==> src/apu_cfg.svh <==
`ifndef APU_CFG_SVH
`define APU_CFG_SVH

// bus window of the register map.
`define APU_BASE 16'h4000
`define APU_SIZE 32

// frame step reloads, in apu ticks.
`define APU_FRAME_LOAD0 12'd3727
`define APU_FRAME_LOAD1 12'd3727
`define APU_FRAME_LOAD2 12'd3728
`define APU_FRAME_LOAD3 12'd3728
`define APU_FRAME_LOAD4 12'd3725

// full scale of the pulse mix table.
`define APU_MIX_SCALE 768

`endif

==> src/apu_pkg.sv <==
package apu_pkg;

	// one bus cycle, accepted in the cycle valid is high.
	typedef struct packed {
		logic valid;
		logic we;
		logic [15:0] addr;
		logic [7:0] wdata;
	} bus_req_t;

	typedef struct packed {
		logic hit;
		logic rvalid;
		logic [7:0] rdata;
	} bus_rsp_t;

	// decoded write to one channel.
	typedef struct packed {
		logic wr;
		logic [1:0] idx;
		logic [7:0] data;
	} reg_wr_t;

	// single-cycle frame strobes.
	typedef struct packed {
		logic qframe;
		logic hframe;
	} frame_tick_t;

	// address bits 4 to 2.
	typedef enum logic [2:0] {
		SEL_PULSE0 = 3'd0,
		SEL_PULSE1 = 3'd1,
		SEL_CTRL = 3'd5
	} reg_sel_e;

	typedef enum logic [2:0] {
		FS_S0,
		FS_S1,
		FS_S2,
		FS_S3,
		FS_S4
	} frame_state_e;

endpackage

==> src/apu.sv <==
module apu (
	input logic sys_clk,
	input logic sys_rst_n,
	input apu_pkg::bus_req_t req,
	output apu_pkg::bus_rsp_t rsp,
	output logic irq_n,
	output logic [7:0] out
);

	apu_pkg::reg_wr_t wr0;
	apu_pkg::reg_wr_t wr1;
	apu_pkg::frame_tick_t tick;
	logic en0;
	logic en1;
	logic act0;
	logic act1;
	logic apu_tick;
	logic frame_wr;
	logic frame_mode;
	logic irq_evt;
	logic [3:0] level0;
	logic [3:0] level1;

	apu_ctrl u_ctrl (
		.sys_clk(sys_clk), .sys_rst_n(sys_rst_n), .req(req),
		.act0(act0), .act1(act1), .irq_evt(irq_evt),
		.rsp(rsp), .wr0(wr0), .wr1(wr1), .en0(en0), .en1(en1),
		.apu_tick(apu_tick), .frame_wr(frame_wr), .frame_mode(frame_mode),
		.irq_n(irq_n)
	);

	apu_frame_seq u_frame_seq (
		.sys_clk(sys_clk), .sys_rst_n(sys_rst_n), .apu_tick(apu_tick),
		.frame_wr(frame_wr), .frame_mode(frame_mode),
		.tick(tick), .irq_evt(irq_evt)
	);

	apu_pulse u_pulse0 (
		.sys_clk(sys_clk), .sys_rst_n(sys_rst_n), .apu_tick(apu_tick),
		.wr(wr0), .en(en0), .tick(tick), .act(act0), .level(level0)
	);

	apu_pulse u_pulse1 (
		.sys_clk(sys_clk), .sys_rst_n(sys_rst_n), .apu_tick(apu_tick),
		.wr(wr1), .en(en1), .tick(tick), .act(act1), .level(level1)
	);

	apu_mixer u_mixer (
		.sys_clk(sys_clk), .sys_rst_n(sys_rst_n),
		.level0(level0), .level1(level1), .out(out)
	);

endmodule

==> src/apu_ctrl.sv <==
`include "apu_cfg.svh"

module apu_ctrl (
	input logic sys_clk,
	input logic sys_rst_n,
	input apu_pkg::bus_req_t req,
	input logic act0,
	input logic act1,
	input logic irq_evt,
	output apu_pkg::bus_rsp_t rsp,
	output apu_pkg::reg_wr_t wr0,
	output apu_pkg::reg_wr_t wr1,
	output logic en0,
	output logic en1,
	output logic apu_tick,
	output logic frame_wr,
	output logic frame_mode,
	output logic irq_n
);

	logic hit;
	apu_pkg::reg_sel_e sel;
	logic ctrl_sel;
	logic stat_wr;
	logic stat_rd;
	logic inhibit;
	logic irq_flag;
	logic rvalid;
	logic [7:0] rdata;

	assign hit = req.valid && ((req.addr & ~16'(`APU_SIZE - 1)) == `APU_BASE);
	assign sel = apu_pkg::reg_sel_e'(req.addr[4:2]);
	assign ctrl_sel = hit && (sel == apu_pkg::SEL_CTRL);
	assign stat_wr = ctrl_sel && req.we && (req.addr[1:0] == 2'd1);
	assign stat_rd = ctrl_sel && !req.we && (req.addr[1:0] == 2'd1);
	assign frame_wr = ctrl_sel && req.we && (req.addr[1:0] == 2'd3);
	assign frame_mode = req.wdata[7];

	assign wr0.wr = hit && req.we && (sel == apu_pkg::SEL_PULSE0);
	assign wr0.idx = req.addr[1:0];
	assign wr0.data = req.wdata;
	assign wr1.wr = hit && req.we && (sel == apu_pkg::SEL_PULSE1);
	assign wr1.idx = req.addr[1:0];
	assign wr1.data = req.wdata;

	// apu clock as an enable on every second cycle.
	always_ff @(posedge sys_clk or negedge sys_rst_n) begin
		if (!sys_rst_n)
			apu_tick <= 1'b0;
		else
			apu_tick <= !apu_tick;
	end

	always_ff @(posedge sys_clk or negedge sys_rst_n) begin
		if (!sys_rst_n) begin
			en0 <= 1'b0;
			en1 <= 1'b0;
			inhibit <= 1'b0;
		end else begin
			if (stat_wr) begin
				en0 <= req.wdata[0];
				en1 <= req.wdata[1];
			end
			if (frame_wr)
				inhibit <= req.wdata[6];
		end
	end

	// frame interrupt flag.
	always_ff @(posedge sys_clk or negedge sys_rst_n) begin
		if (!sys_rst_n)
			irq_flag <= 1'b0;
		else if (irq_evt && !inhibit)
			irq_flag <= 1'b1;
		else if (stat_rd || inhibit)
			irq_flag <= 1'b0;
	end

	assign irq_n = !irq_flag;

	always_ff @(posedge sys_clk or negedge sys_rst_n) begin
		if (!sys_rst_n)
			rvalid <= 1'b0;
		else
			rvalid <= hit && !req.we;
	end

	// only status is readable.
	always_ff @(posedge sys_clk or negedge sys_rst_n) begin
		if (!sys_rst_n)
			rdata <= 8'h00;
		else
			rdata <= stat_rd ? {1'b0, irq_flag, 4'b0000, act1, act0} : 8'h00;
	end

	assign rsp.hit = hit;
	assign rsp.rvalid = rvalid;
	assign rsp.rdata = rdata;

	assert property (@(posedge sys_clk) disable iff (!sys_rst_n) !(wr0.wr && wr1.wr))
		else $error("write strobes to both pulse channels");

endmodule

==> src/apu_frame_seq.sv <==
`include "apu_cfg.svh"

module apu_frame_seq (
	input logic sys_clk,
	input logic sys_rst_n,
	input logic apu_tick,
	input logic frame_wr,
	input logic frame_mode,
	output apu_pkg::frame_tick_t tick,
	output logic irq_evt
);

	apu_pkg::frame_state_e state;
	logic [11:0] cnt;
	logic mode;
	logic restart;

	// a frame write waits here for the next apu tick.
	always_ff @(posedge sys_clk or negedge sys_rst_n) begin
		if (!sys_rst_n) begin
			mode <= 1'b0;
			restart <= 1'b0;
		end else if (frame_wr) begin
			mode <= frame_mode;
			restart <= 1'b1;
		end else if (apu_tick)
			restart <= 1'b0;
	end

	always_ff @(posedge sys_clk or negedge sys_rst_n) begin
		if (!sys_rst_n) begin
			state <= apu_pkg::FS_S0;
			cnt <= `APU_FRAME_LOAD0;
			tick <= '0;
			irq_evt <= 1'b0;
		end else begin
			tick <= '0;
			irq_evt <= 1'b0;
			if (apu_tick) begin
				if (restart) begin
					state <= apu_pkg::FS_S0;
					cnt <= `APU_FRAME_LOAD0;
					// 5-step mode clocks the units at once.
					tick.qframe <= mode;
					tick.hframe <= mode;
				end else if (cnt != 12'd0) begin
					cnt <= cnt - 12'd1;
				end else begin
					case (state)
					apu_pkg::FS_S0: begin
						state <= apu_pkg::FS_S1;
						cnt <= `APU_FRAME_LOAD1;
						tick.qframe <= 1'b1;
					end
					apu_pkg::FS_S1: begin
						state <= apu_pkg::FS_S2;
						cnt <= `APU_FRAME_LOAD2;
						tick.qframe <= 1'b1;
						tick.hframe <= 1'b1;
					end
					apu_pkg::FS_S2: begin
						state <= apu_pkg::FS_S3;
						cnt <= `APU_FRAME_LOAD3;
						tick.qframe <= 1'b1;
					end
					apu_pkg::FS_S3: begin
						if (mode) begin
							state <= apu_pkg::FS_S4;
							cnt <= `APU_FRAME_LOAD4;
						end else begin
							state <= apu_pkg::FS_S0;
							cnt <= `APU_FRAME_LOAD0;
							tick.qframe <= 1'b1;
							tick.hframe <= 1'b1;
							irq_evt <= 1'b1;
						end
					end
					apu_pkg::FS_S4: begin
						state <= apu_pkg::FS_S0;
						cnt <= `APU_FRAME_LOAD0;
						tick.qframe <= 1'b1;
						tick.hframe <= 1'b1;
					end
					default: begin
						state <= apu_pkg::FS_S0;
						cnt <= `APU_FRAME_LOAD0;
					end
					endcase
				end
			end
		end
	end

	// state stays within the five steps.
	assert property (@(posedge sys_clk) disable iff (!sys_rst_n)
		state inside {apu_pkg::FS_S0, apu_pkg::FS_S1, apu_pkg::FS_S2,
			apu_pkg::FS_S3, apu_pkg::FS_S4})
		else $error("frame sequencer in illegal state %0d", state);

endmodule

==> src/apu_mixer.sv <==
`include "apu_cfg.svh"

module apu_mixer (
	input logic sys_clk,
	input logic sys_rst_n,
	input logic [3:0] level0,
	input logic [3:0] level1,
	output logic [7:0] out
);

	// scale * 95.52 / (8128 / n + 100), done in integers.
	function automatic logic [30:0][7:0] build_tab();
		logic [30:0][7:0] tab;
		longint num;
		longint den;
		tab[0] = 8'd0;
		for (int n = 1; n < 31; n++) begin
			num = longint'(`APU_MIX_SCALE) * 64'd9552 * longint'(n);
			den = 64'd812800 + 64'd10000 * longint'(n);
			tab[n] = 8'(num / den);
		end
		return tab;
	endfunction

	localparam logic [30:0][7:0] mix_tab = build_tab();

	logic [4:0] sum;

	assign sum = 5'(level0) + 5'(level1);

	always_ff @(posedge sys_clk or negedge sys_rst_n) begin
		if (!sys_rst_n)
			out <= 8'd0;
		else
			out <= mix_tab[sum];
	end

endmodule

==> src/apu_pulse.sv <==
module apu_pulse (
	input logic sys_clk,
	input logic sys_rst_n,
	input logic apu_tick,
	input apu_pkg::reg_wr_t wr,
	input logic en,
	input apu_pkg::frame_tick_t tick,
	output logic act,
	output logic [3:0] level
);

	// 12.5%, 25%, 50% and inverted 25% patterns, indexed by step.
	localparam logic [7:0] duty_tab [4] = '{
		8'b0000_0010, 8'b0000_0110, 8'b0001_1110, 8'b1111_1001
	};

	localparam logic [7:0] len_tab [32] = '{
		8'd10, 8'd254, 8'd20, 8'd2, 8'd40, 8'd4, 8'd80, 8'd6,
		8'd160, 8'd8, 8'd60, 8'd10, 8'd14, 8'd12, 8'd26, 8'd14,
		8'd12, 8'd16, 8'd24, 8'd18, 8'd48, 8'd20, 8'd96, 8'd22,
		8'd192, 8'd24, 8'd72, 8'd26, 8'd16, 8'd28, 8'd32, 8'd30
	};

	logic [1:0] duty;
	logic halt;
	logic const_vol;
	logic [3:0] vol;
	logic [10:0] period;
	logic [10:0] timer;
	logic [2:0] step;
	logic [7:0] length;
	logic env_start;
	logic [3:0] env_div;
	logic [3:0] env_decay;
	logic wr3;
	logic gate;
	logic [3:0] env_out;

	assign wr3 = wr.wr && (wr.idx == 2'd3);

	always_ff @(posedge sys_clk or negedge sys_rst_n) begin
		if (!sys_rst_n) begin
			duty <= 2'd0;
			halt <= 1'b0;
			const_vol <= 1'b0;
			vol <= 4'd0;
			period <= 11'd0;
		end else if (wr.wr) begin
			case (wr.idx)
			2'd0: begin
				duty <= wr.data[7:6];
				halt <= wr.data[5];
				const_vol <= wr.data[4];
				vol <= wr.data[3:0];
			end
			2'd2: period[7:0] <= wr.data;
			2'd3: period[10:8] <= wr.data[2:0];
			// register 1 is the sweep unit, not present.
			default: ;
			endcase
		end
	end

	// timer and duty step.
	always_ff @(posedge sys_clk or negedge sys_rst_n) begin
		if (!sys_rst_n) begin
			timer <= 11'd0;
			step <= 3'd0;
		end else begin
			if (apu_tick) begin
				if (timer == 11'd0) begin
					timer <= period;
					step <= step + 3'd1;
				end else
					timer <= timer - 11'd1;
			end
			if (wr3)
				step <= 3'd0;
		end
	end

	always_ff @(posedge sys_clk or negedge sys_rst_n) begin
		if (!sys_rst_n)
			length <= 8'd0;
		else if (!en)
			length <= 8'd0;
		else if (wr3)
			length <= len_tab[wr.data[7:3]];
		else if (tick.hframe && !halt && length != 8'd0)
			length <= length - 8'd1;
	end

	// envelope, stepped on quarter frames.
	always_ff @(posedge sys_clk or negedge sys_rst_n) begin
		if (!sys_rst_n) begin
			env_start <= 1'b0;
			env_div <= 4'd0;
			env_decay <= 4'd0;
		end else if (wr3) begin
			env_start <= 1'b1;
		end else if (tick.qframe) begin
			if (env_start) begin
				env_start <= 1'b0;
				env_decay <= 4'd15;
				env_div <= vol;
			end else if (env_div == 4'd0) begin
				env_div <= vol;
				if (env_decay != 4'd0)
					env_decay <= env_decay - 4'd1;
				else if (halt)
					env_decay <= 4'd15;
			end else
				env_div <= env_div - 4'd1;
		end
	end

	assign act = (length != 8'd0);
	assign env_out = const_vol ? vol : env_decay;
	// short periods are ultrasonic and muted.
	assign gate = duty_tab[duty][step] && act && (period >= 11'd8);
	assign level = gate ? env_out : 4'd0;

endmodule

==> config.mk <==
export PLATFORM = sky130hd
export DESIGN_NAME = apu
export DESIGN_NICKNAME = d
export VERILOG_FILES = /design/src/apu_pkg.sv /design/src/apu.sv /design/src/apu_ctrl.sv /design/src/apu_frame_seq.sv /design/src/apu_mixer.sv /design/src/apu_pulse.sv
export VERILOG_INCLUDE_DIRS = /design/src
export SDC_FILE = /design/constraint.sdc
export NUM_CORES = 1
export LEC_CHECK = 0
export ABC_AREA = 1
export BUFFER_PORTS_ARGS = -buffer_cell sky130_fd_sc_hd__buf_4
export CAP_MARGIN = 25
export CORE_MARGIN = 4
export CORE_UTILIZATION = 30
export DETAILED_ROUTE_END_ITERATION = 10
export GPL_TIMING_DRIVEN = 0
export MAX_ROUTING_LAYER = met4
export PLACE_DENSITY = 0.5
export SYNTH_ARGS = -nofsm -noshare
export SYNTH_HDL_FRONTEND = slang
export SYNTH_HIERARCHICAL = 1
export SYNTH_SLANG_ARGS = --single-unit
export TNS_END_PERCENT = 1
==> constraint.sdc <==
create_clock -name sys_clk -period 3.6 [get_ports sys_clk]
set_input_delay 0.36 -clock sys_clk [delete_from_list [all_inputs] [get_ports sys_clk]]
set_output_delay 0.36 -clock sys_clk [all_outputs]
set_load 0.05 [all_outputs]
# Word level (Yosys, flattened, before mapping)
# Memory sizes are Yosys's and may differ from the RTL's. A register that Yosys moved wholly into a read port is not among the register bits.
# Cells that the tools add are included.
# W data, S select, Z words.
[word_totals]
ff_bits = 134
word_cells = 216
inputBits = 28
mem_count = 2
romBits = 512
output_inout_bits = 19
[op_classes]
mux = 69
eq_ne = 13
add_sub_neg = 12
magnitude_cmp = 7
bitwise = 5
n_reduce_logical = 70
[mem_list]
columns = ["name", "words", "word_bits", "rd", "rd_ports_with_merged_regs", "wr", "line", "source"]
rows = [
  ["(no name shown)", 32, 8, 1, 0, 0, "apu_pulse.sv:88", "length <= len_tab[wr.data[7:3]];"],
  ["(no name shown)", 32, 8, 1, 1, 0, "apu_mixer.sv:35", "out <= mix_tab[sum];"],
]
[ops]
columns = ["cell", "n"]
rows = [
  ["$mux W8", 12],
  ["$mux W4", 16],
  ["$bmux W8 S2", 2],
  ["$mux W3", 9],
  ["$mux W12", 2],
  ["$pmux W12 S2", 1],
  ["$ge A11 B4 Y1 const B", 2],
  ["$logic_and A1 B1 Y1", 22],
  ["$logic_not A11 Y1", 2],
  ["$mux W11", 2],
  ["$reduce_and A2 Y1", 11],
  ["$sub A11 B1 Y11 const B", 2],
  ["$reduce_bool A2 Y1", 10],
  ["$reduce_bool A8 Y1", 2],
  ["$sub A4 B1 Y4 const B", 4],
  ["$sub A8 B1 Y8 const B", 2],
  ["$mux W1", 14],
  ["$pmux W3 S4", 1],
  ["$reduce_bool A12 Y1", 1],
  ["$sub A12 B1 Y12 const B", 1],
  ["$eq A11 B10 Y1 const B", 1],
  ["$mux W2", 5],
  ["$logic_not A4 Y1", 2],
  ["$lt A3 B4 Y1 const B", 2],
  ["other kinds (26)", 48],
]

# Logic depth before layout (Yosys ltp)
# Gate-level depths: netlist of the first run.
[depth]
word_depth = 10
depth_mapped = 21
mapped_depth_nobuf = 20

# By module
# Netlist of the first run, hierarchy kept.
[modules_own_cells]
columns = ["module", "area_each_um2", "seq_area_each_um2", "cells_per_inst", "instances"]
rows = [
  ["apu_pulse (u_pulse1)", 3200.6, 1251.2, 448, 1],
  ["apu_pulse (u_pulse0)", 3193.1, 1251.2, 448, 1],
  ["apu_frame_seq", 1188.6, 510.5, 161, 1],
  ["apu_mixer", 954.7, 200.2, 143, 1],
  ["apu_ctrl", 688.2, 225.2, 92, 1],
]

# Worst setup path before layout of the first run
# OpenSTA, ideal clock, no wires.
[synth_timing]
kind = "reg2reg"
from = "register u_pulse0.length[0]"
to = "register u_mixer.out[3]"
setup_time_ps = 118
arrival_ps = 2950
t_required_ps = 3482
synth_period_minus_slack_ps = 3068
path_buffers = 0
path_slack_ps = 532
path_stages_with_launch = 20
cell_sequence = "dfrtp_1 inv_1 ha_1 nand2_2 nor2_1 a31oi_1 nand2_1 nor2_1 ha_1 inv_1 fa_1 inv_1 ha_1 or2_2 nand2_2 nand2_1 inv_1 nand2_1 nand3_1 nand2_1"
[synth_between]
elab_chain_len = 5
[synth_lines]
columns = ["element", "line", "source"]
rows = [
  ["start: declaration", "apu_pulse.sv:31", "logic [7:0] length;"],
  ["start signal: assignment", "apu_pulse.sv:88", ""],
  ["start signal: assignment", "apu_pulse.sv:90", "length <= length - 8'd1;"],
  ["$reduce_bool A8 Y1", "apu_pulse.sv:117", "assign act = (length != 8'd0);"],
  ["$logic_and A1 B1 Y1 (2 in a row)", "apu_pulse.sv:120", "assign gate = duty_tab[duty][step] && act && (period >= 11'd8);"],
  ["$mux W4", "apu_pulse.sv:121", "assign level = gate ? env_out : 4'd0;"],
  ["named net level0[0]", "apu.sv:21", "logic [3:0] level0;"],
  ["$add A4 B4 Y5", "apu_mixer.sv:29", "assign sum = 5'(level0) + 5'(level1);"],
  ["end: declaration", "apu_mixer.sv:8", "output logic [7:0] out"],
]
# The timed path passes the listed nets, and every way through them passes these cells.
# A chain may end at the register's enable or synchronous reset.

# Worst setup path after layout of the first run
[layout_timing]
from = "register u_pulse1.length[0]"
to = "register u_mixer.out[3]"
[layout_between]
elab_chain_len = 5
[layout_lines]
columns = ["element", "line", "source"]
rows = [
  ["start: declaration", "apu_pulse.sv:31", ""],
  ["start signal: assignment", "apu_pulse.sv:88", ""],
  ["start signal: assignment", "apu_pulse.sv:90", ""],
  ["$reduce_bool A8 Y1", "apu_pulse.sv:117", ""],
  ["$logic_and A1 B1 Y1 (2 in a row)", "apu_pulse.sv:120", ""],
  ["$mux W4", "apu_pulse.sv:121", ""],
  ["named net level1[0]", "apu.sv:22", "logic [3:0] level1;"],
  ["$add A4 B4 Y5", "apu_mixer.sv:29", ""],
]
# The timed path passes the listed nets, and every way through them passes these cells.

==> results of run 1 <==
-- state kept, by name, summed over array words and instances (netlist names), 8 cells and up --
signal / flops
u_pulse0/period: 11
u_pulse1/period: 11
u_mixer/out: 8
u_pulse0/length: 8
u_pulse1/timer: 11
u_pulse1/length: 8
u_frame_seq/cnt: 12
u_pulse0/timer: 11
-- kinds of logic (layout without fill, tap and decap cells) --
logic type	Yosys count	count (layout)	synth area share [%]
AOI/OAI and AO/OA	172	172	10.1
other	1	5	0.0406
buffers and inverters	230	304	11.0
DFF	137	137	37.3
and+or+nand+nor	697	697	34.7
adders and majority gates	42	42	5.78
xor gates and xnor gates	13	13	1.23
-- synthesized netlist by cell type, types with 2 or more instances --
library cell	count
nand3b_1	6
buf_1	2
clkbuf_2	2
clkinv_1	2
ha_1	41
o21ai_2	3
xor2_1	12
inv_2	9
dfstp_2	8
dfrtp_1	129
nand2_4	10
a21oi_1	30
nand3_2	3
nand2_1	328
nor2_2	16
o21bai_1	4
o21ai_1	19
and2_0	2
nor2_4	10
o211a_1	2
buf_2	13
o21ai_0	106
buf_4	30
nand4_2	2
a31oi_1	2
nor3_1	10
nand2_2	27
nand4_1	13
inv_1	167
o21ai_4	2
clkbuf_1	4
nand3_1	145
nor2_1	121
o211ai_1	4
-- final timing paths --
path | cells after the start | end
worst max-delay path | 19 | u_mixer/out[3]
worst min-delay path | 1 | u_pulse1/timer[7]
worst max register to register | 19 | u_mixer/out[3]
worst min register to register | 1 | u_ctrl/irq_flag
max in group asynchronous | 2 | u_pulse0/period[9]
min in group sys_clk | 2 | u_ctrl/rvalid
-- repair_timing --
item | in CTS | in global routing
pin swaps | 0 | 2
setup buffers | 0 | 5
resized for setup | 2 | 5
hold buffers | 0 | 0
endpoints found under the setup margin | 1 | 2
-- power by group through the flow --
| stage | combinational, mW | sequential [mW] | clock (mW) |
|---|---|---|---|
| global placement | 0.829 | 1.88 | 0 |
| global route | 1.00 | 1.88 | 2.18 |
| detailed placement | 0.852 | 1.88 | 0 |
| CTS | 0.856 | 1.85 | 2.11 |
| floorplan | 0.658 | 1.85 | 0 |
| finish | 0.851 | 1.85 | 2.05 |
-- cell type report --
type                       instances  area [sq um]  share of cell area, %
buffer                            52           343                   3.18
clock buffer                      18           439                   4.08
clock inverter                    14           243                   2.25
inverter                         178           668                   6.20
multi-input combinational        929          4810                   44.7
sequential                       137          3440                   31.9
tap                              390           488                   4.53
timing repair buffer              42           339                   3.15
-- metrics by stage --
stage / TNS (ns) / util, % / setup slack [ns]
floorplan: 0 / - / 0.532
global placement: -0.110 / 33.4 / -0.110
detailed placement: -0.127 / 33.5 / -0.127
CTS: 0 / 35.8 / 0.0375
global route: 0 / 36.0 / 0.00942
finish: 0 / 36.0 / 0.236
-- per-layer routing --
metal | routed length [um] | vias up | track usage, %
met2 | 9990 | 112 | 21.8
met3 | 762 | 23 | 3.01
met4 | 421 | 0 | 4.05
li1 | - | 4229 | -
met1 | 11600 | 3732 | 19.6
met5 | 0 | - | -
==> impl_metrics.json, run 1 <==
{
  "drv_cap": 0,
  "place_hpwl_mm": 16.7,
  "netSwitchingPower_mw": 1.40,
  "fp-row-count": 63,
  "yosys.area.top_type": "dfrtp_1",
  "ir_drop_mv": 0.238,
  "cts_tree": "built",
  "synth_cells": 1292,
  "yosysWarningCount": 6,
  "cp.arrival_ns": 3.68,
  "hold_viol": 0,
  "yosysUniqueCellTypes": 42,
  "core_area_sq_um": 30000,
  "cpLargestDelayFamily": "adder cells",
  "vias": 8096,
  "first_global_vias": 7864,
  "syn_area_sq_um": 9230,
  "path_buf_inv": 4,
  "drv_slew": 0,
  "crit_fanout": 7,
  "outcome": "finished clean",
  "grt_overflow": 0,
  "grt_pass1_wl_mm": 39.1,
  "clk_latency_ns": 0.42,
  "hold_ws_ns": 0.00679,
  "min-delay-path-class": "input port to asynchronous set/reset pin",
  "critPathKind": "flop to flop",
  "synth_top_area_share_pct": 35.0,
  "synth_edf_count": 0,
  "ant_nets": 0,
  "fmaxAchievable_ghz": 0.297,
  "r2r_slack_ns": 0.24,
  "switching_share_pct": 29.5,
  "cp-start-kind": "flop",
  "seq_area_frac_synth_pct": 37.3,
  "drcViolationCount": 0,
  "cts_inserted_buffers": 17,
  "placed_cell_area_sq_um": 10000,
  "r2r-start": "u_pulse1/length[0]",
  "portBuffers": 36,
  "fin_cells": 1760,
  "grtUsageTotal_pct": 14.4,
  "setup_violations": 0,
  "ys_async_sr_fraction_pct": 100,
  "clock_power_share_pct": 43.1,
  "clk_pin_slew_ns": 0.06,
  "cp-startpoint": "u_pulse1/length[0]",
  "drive_above_1_share_pct": 16.1,
  "nFillCells": 3217,
  "most-common-layout-cells": "326 x nand2_1, 166 x inv_1, 145 x nand3_1",
  "cts.htree.levels": 4,
  "start_util_pct": 30.8,
  "diodes": 0,
  "worstPathRequired_ns": 3.91,
  "layout_commonest_cell": "nand2_1",
  "grt_setup_unrepaired": "no",
  "tightest_slew_ns": 0.789,
  "nets": 1427,
  "path_cells": "inv_1, ha_1, nand2_2, nor2_1, a31oi_2, nand2_2, nor2_1, ha_1, inv_1, fa_2, inv_2, ha_1, or2_2, nand2_2, nand2_1, inv_1, nand2_1, nand3_1, nand2_1",
  "endpoint_kind": "flop",
  "place.gp.congestion": 0.841,
  "cts_max_path_buffers": 2,
  "avgViaCountPerCell": 4.60,
  "die_x_um": 183,
  "grt_max_degree": 80,
  "cellLeakagePower_nw": 5.58,
  "layout_min_cycle_time_ns": 3.36,
  "ios": 47,
  "placed_cells": 1723,
  "drt_wl_total_mm": 22.8,
  "synth-seq-cells": 137,
  "synth_ff_type": "dfrtp_1",
  "dieArea_sq_um": 33600,
  "cts-root-buf": "clkbuf_16",
  "power_frac_comb_pct": 17.9,
  "post_drt_wl_per_cell_um": 12.9,
  "avgSynthCellArea_sq_um": 7.14,
  "die_h_um": 183,
  "p_total_mw": 4.75,
  "power_density_nw_per_um2": 441,
  "cell_internal_pwr_mw": 3.35,
  "fin_crit_sh_pct": 93.5,
  "clock_sinks": 137,
  "ys_top_cells_by_area": "dfrtp_1 35%, nand2_1 13%, nand3_1 7.9%",
  "final_area_sq_um": 10800,
  "area_growth_syn_to_layout_pct": 16.8,
  "fin_skew_ns": 0.0106,
  "detail_route.first_pass.iterations": 5,
  "seqPwrFrac_pct": 39.0,
  "max_slew_margin_pct": 47.4,
  "cpPeakStageDelay_ns": 0.61,
  "slowest_stage": "fa_2",
  "drt_iter0_drc": 479,
  "antenna_found_initial": 0
}
(Power assumes the default switching activity.)
==> run 2, diff against run 1 <==
Settings changed: ABC_AREA 1 to unset, PLACE_DENSITY 0.5 to unset, PLACE_DENSITY_LB_ADDON set to 0.1.
==> impl_metrics.json, run 2 <==
{
  "outcome": "finished clean",
  "fin_cells": 1368,
  "diodes": 0,
  "drt_wl_total_mm": 22.5,
  "portBuffers": 36,
  "drcViolationCount": 0,
  "fin_util_pct": 36.0,
  "ir_drop_mv": 0.311,
  "clk_latency_ns": 0.42,
  "final_area_sq_um": 10300,
  "cpPeakStageDelay_ns": 0.62,
  "setup_violations": 0,
  "seq_area_frac_synth_pct": 39.4,
  "largest_register": "u_frame_seq/cnt",
  "placed_cells": 1324,
  "tightest_slew_ns": 0.813,
  "core_area_sq_um": 28700,
  "drive_above_1_share_pct": 23.8,
  "cellLeakagePower_nw": 4.67,
  "fin_crit_sh_pct": 95.3,
  "area_growth_syn_to_layout_pct": 18.5,
  "fin_skew_ns": 0.0148,
  "cts_inserted_buffers": 17,
  "synthTopCellsByCount": "129 x dfrtp_1, 75 x nand2_1, 68 x inv_1",
  "die_h_um": 178,
  "drt_iter0_drc": 479,
  "fp-row-count": 62,
  "hold_viol": 0,
  "cts_max_path_buffers": 2,
  "crit_fanout": 5,
  "cpLargestDelayFamily": "adder cells",
  "synth_top_area_share_pct": 37.0,
  "cp-start-kind": "flop",
  "yosys.area.top_type": "dfrtp_1",
  "synth_cells": 899,
  "syn_area_sq_um": 8720,
  "cts_tree": "built",
  "largest_reg_flops": 12,
  "place_hpwl_mm": 16.4,
  "start_util_pct": 30.4,
  "cp.arrival_ns": 3.79,
  "synth_edf_count": 0,
  "drv_slew": 0,
  "layout_min_cycle_time_ns": 3.43,
  "first_global_vias": 6622,
  "ys_async_sr_fraction_pct": 100,
  "dieArea_sq_um": 31800,
  "grt_pass1_wl_mm": 36.6,
  "place.gp.congestion": 0.866,
  "most-common-layout-cells": "127 x dfrtp_1, 75 x buf_4, 75 x nand2_1",
  "r2r_slack_ns": 0.17,
  "grtUsageTotal_pct": 14.8,
  "ys_top_cells_by_area": "dfrtp_1 37%, ha_1 5.9%, mux2_2 3.9%",
  "cts.htree.levels": 4,
  "grt_overflow": 0,
  "yosysMostFrequentCell": "dfrtp_1",
  "cts-root-buf": "clkbuf_16",
  "synth_ff_type": "dfrtp_1",
  "endpoint_kind": "flop",
  "placed_cell_area_sq_um": 9510,
  "max_slew_margin_pct": 45.3,
  "critPathKind": "flop to flop",
  "synth-seq-cells": 137,
  "yosysUniqueCellTypes": 87,
  "min-delay-path-class": "input port to flop",
  "fmaxAchievable_ghz": 0.291,
  "layout_commonest_cell": "dfrtp_1",
  "grt_setup_unrepaired": "yes",
  "path_buf_inv": 4,
  "avgViaCountPerCell": 5.07,
  "post_drt_wl_per_cell_um": 16.5,
  "clock_sinks": 137,
  "worstPathRequired_ns": 3.96,
  "drv_cap": 0,
  "antenna_found_initial": 0,
  "ant_nets": 0,
  "avgSynthCellArea_sq_um": 9.70,
  "ios": 47,
  "nets": 1041,
  "yosysWarningCount": 6,
  "path_cells": "or3b_2, a32oi_2, o211ai_1, buf_4, nor2_2, ha_2, inv_2, fa_2, buf_4, ha_1, inv_1, o31a_1, a32oi_2, and3_1",
  "slowest_stage": "fa_2",
  "vias": 6930,
  "grt_max_degree": 72,
  "power_density_nw_per_um2": 433,
  "detail_route.first_pass.iterations": 5,
  "clk_pin_slew_ns": 0.07,
  "die_x_um": 178
}
==> run 2: cell count changes after synthesis, moves of 13 or more <==
cell	previous run	this run
nand3_1	145	16
nand2_2	27	2
nor2_1	121	56
nor4_1	0	14
inv_1	167	68
clkbuf_1	4	17
mux2i_1	0	24
and3_1	0	18
nand2_1	328	75
o21ai_0	106	40
mux2_2	0	30
==> run 2: power breakdown <==
group          switching, mW  leakage, nW  internal [mW]
Combinational          0.464         2.63          0.401
Clock                  0.748        0.269          0.966
Sequential             0.196         1.77           1.69
Total                   1.41         4.67           3.06
==> run 2: final timing paths <==
kind / start / end / depth (start not counted)
worst max-delay path: u_pulse1/step[1] / u_mixer/out[1] / 14
worst min-delay path: req[24] / u_ctrl/rvalid / 2
min in group asynchronous: sys_rst_n / u_pulse0/timer[9] / 2
worst max register to register: u_pulse1/step[1] / u_mixer/out[1] / 14
worst min register to register: u_ctrl/inhibit / u_ctrl/irq_flag / 1
max in group asynchronous: sys_rst_n / u_pulse1/step[0] / 3
==> run 2: worst register-to-register path, stage by stage, from the launching register on <==
cell      delay, ns
dfrtp_1        0.42
or3b_2         0.46
a32oi_2        0.18
o211ai_1       0.11
buf_4          0.16
nor2_2         0.11
ha_2           0.21
inv_2          0.04
fa_2           0.62
buf_4          0.16
ha_1           0.16
inv_1          0.08
o31a_1         0.29
a32oi_2        0.20
and3_1         0.18
==> run 2: cell type report <==
| type | instances | area, sq um |
|---|---|---|
| buffer | 55 | 357 |
| clock buffer | 18 | 429 |
| clock inverter | 14 | 136 |
| fill | 2983 | 18400 |
| inverter | 68 | 255 |
| multi-input combinational | 643 | 4840 |
| sequential | 137 | 3440 |
| tap | 384 | 480 |
| timing repair buffer | 49 | 394 |
==> run 2: what timing repair did <==
action | 4_1_cts | 5_1_grt
pin swaps | 4 | 12
resized for setup | 6 | 27
setup buffers | 6 | 5
hold endpoints to repair | 58 | 0
hold buffers | 1 | 0
setup endpoints to repair | 7 | 8
==> run 2: stage by stage <==
stage	total power, mW	hold WS (ns)	setup WS (ns)	TNS [ns]
after CTS	4.52	0.101	-0.00483	-0.00483
final	4.47	0.126	0.168	0
after global placement	2.77	0.453	-0.346	-1.18
after global routing	4.75	0.114	-0.0179	-0.0299
after floorplan	2.53	0.0644	0.225	0
after detailed placement	2.77	0.434	-0.357	-1.29
==> run 2: cells by family after synthesis <==
kind of cell / Yosys count / synth area share (%)
mux: 61 / 7.92
compound gates: 217 / 17.4
simple gates: 297 / 19.9
flops: 137 / 39.4
fa+ha+maj: 42 / 6.11
xor+xnor: 21 / 2.11
buf+inv: 123 / 7.00
other cells: 1 / 0.0430
==> run 2: routing by layer <==
layer	global-route usage, %	share of wire (%)	vias to the layer above
met5	-	0	-
met1	20.1	49	3381
met4	4.45	1.3	0
met2	23.1	47	99
met3	2.12	2.3	20
li1	-	-	3430
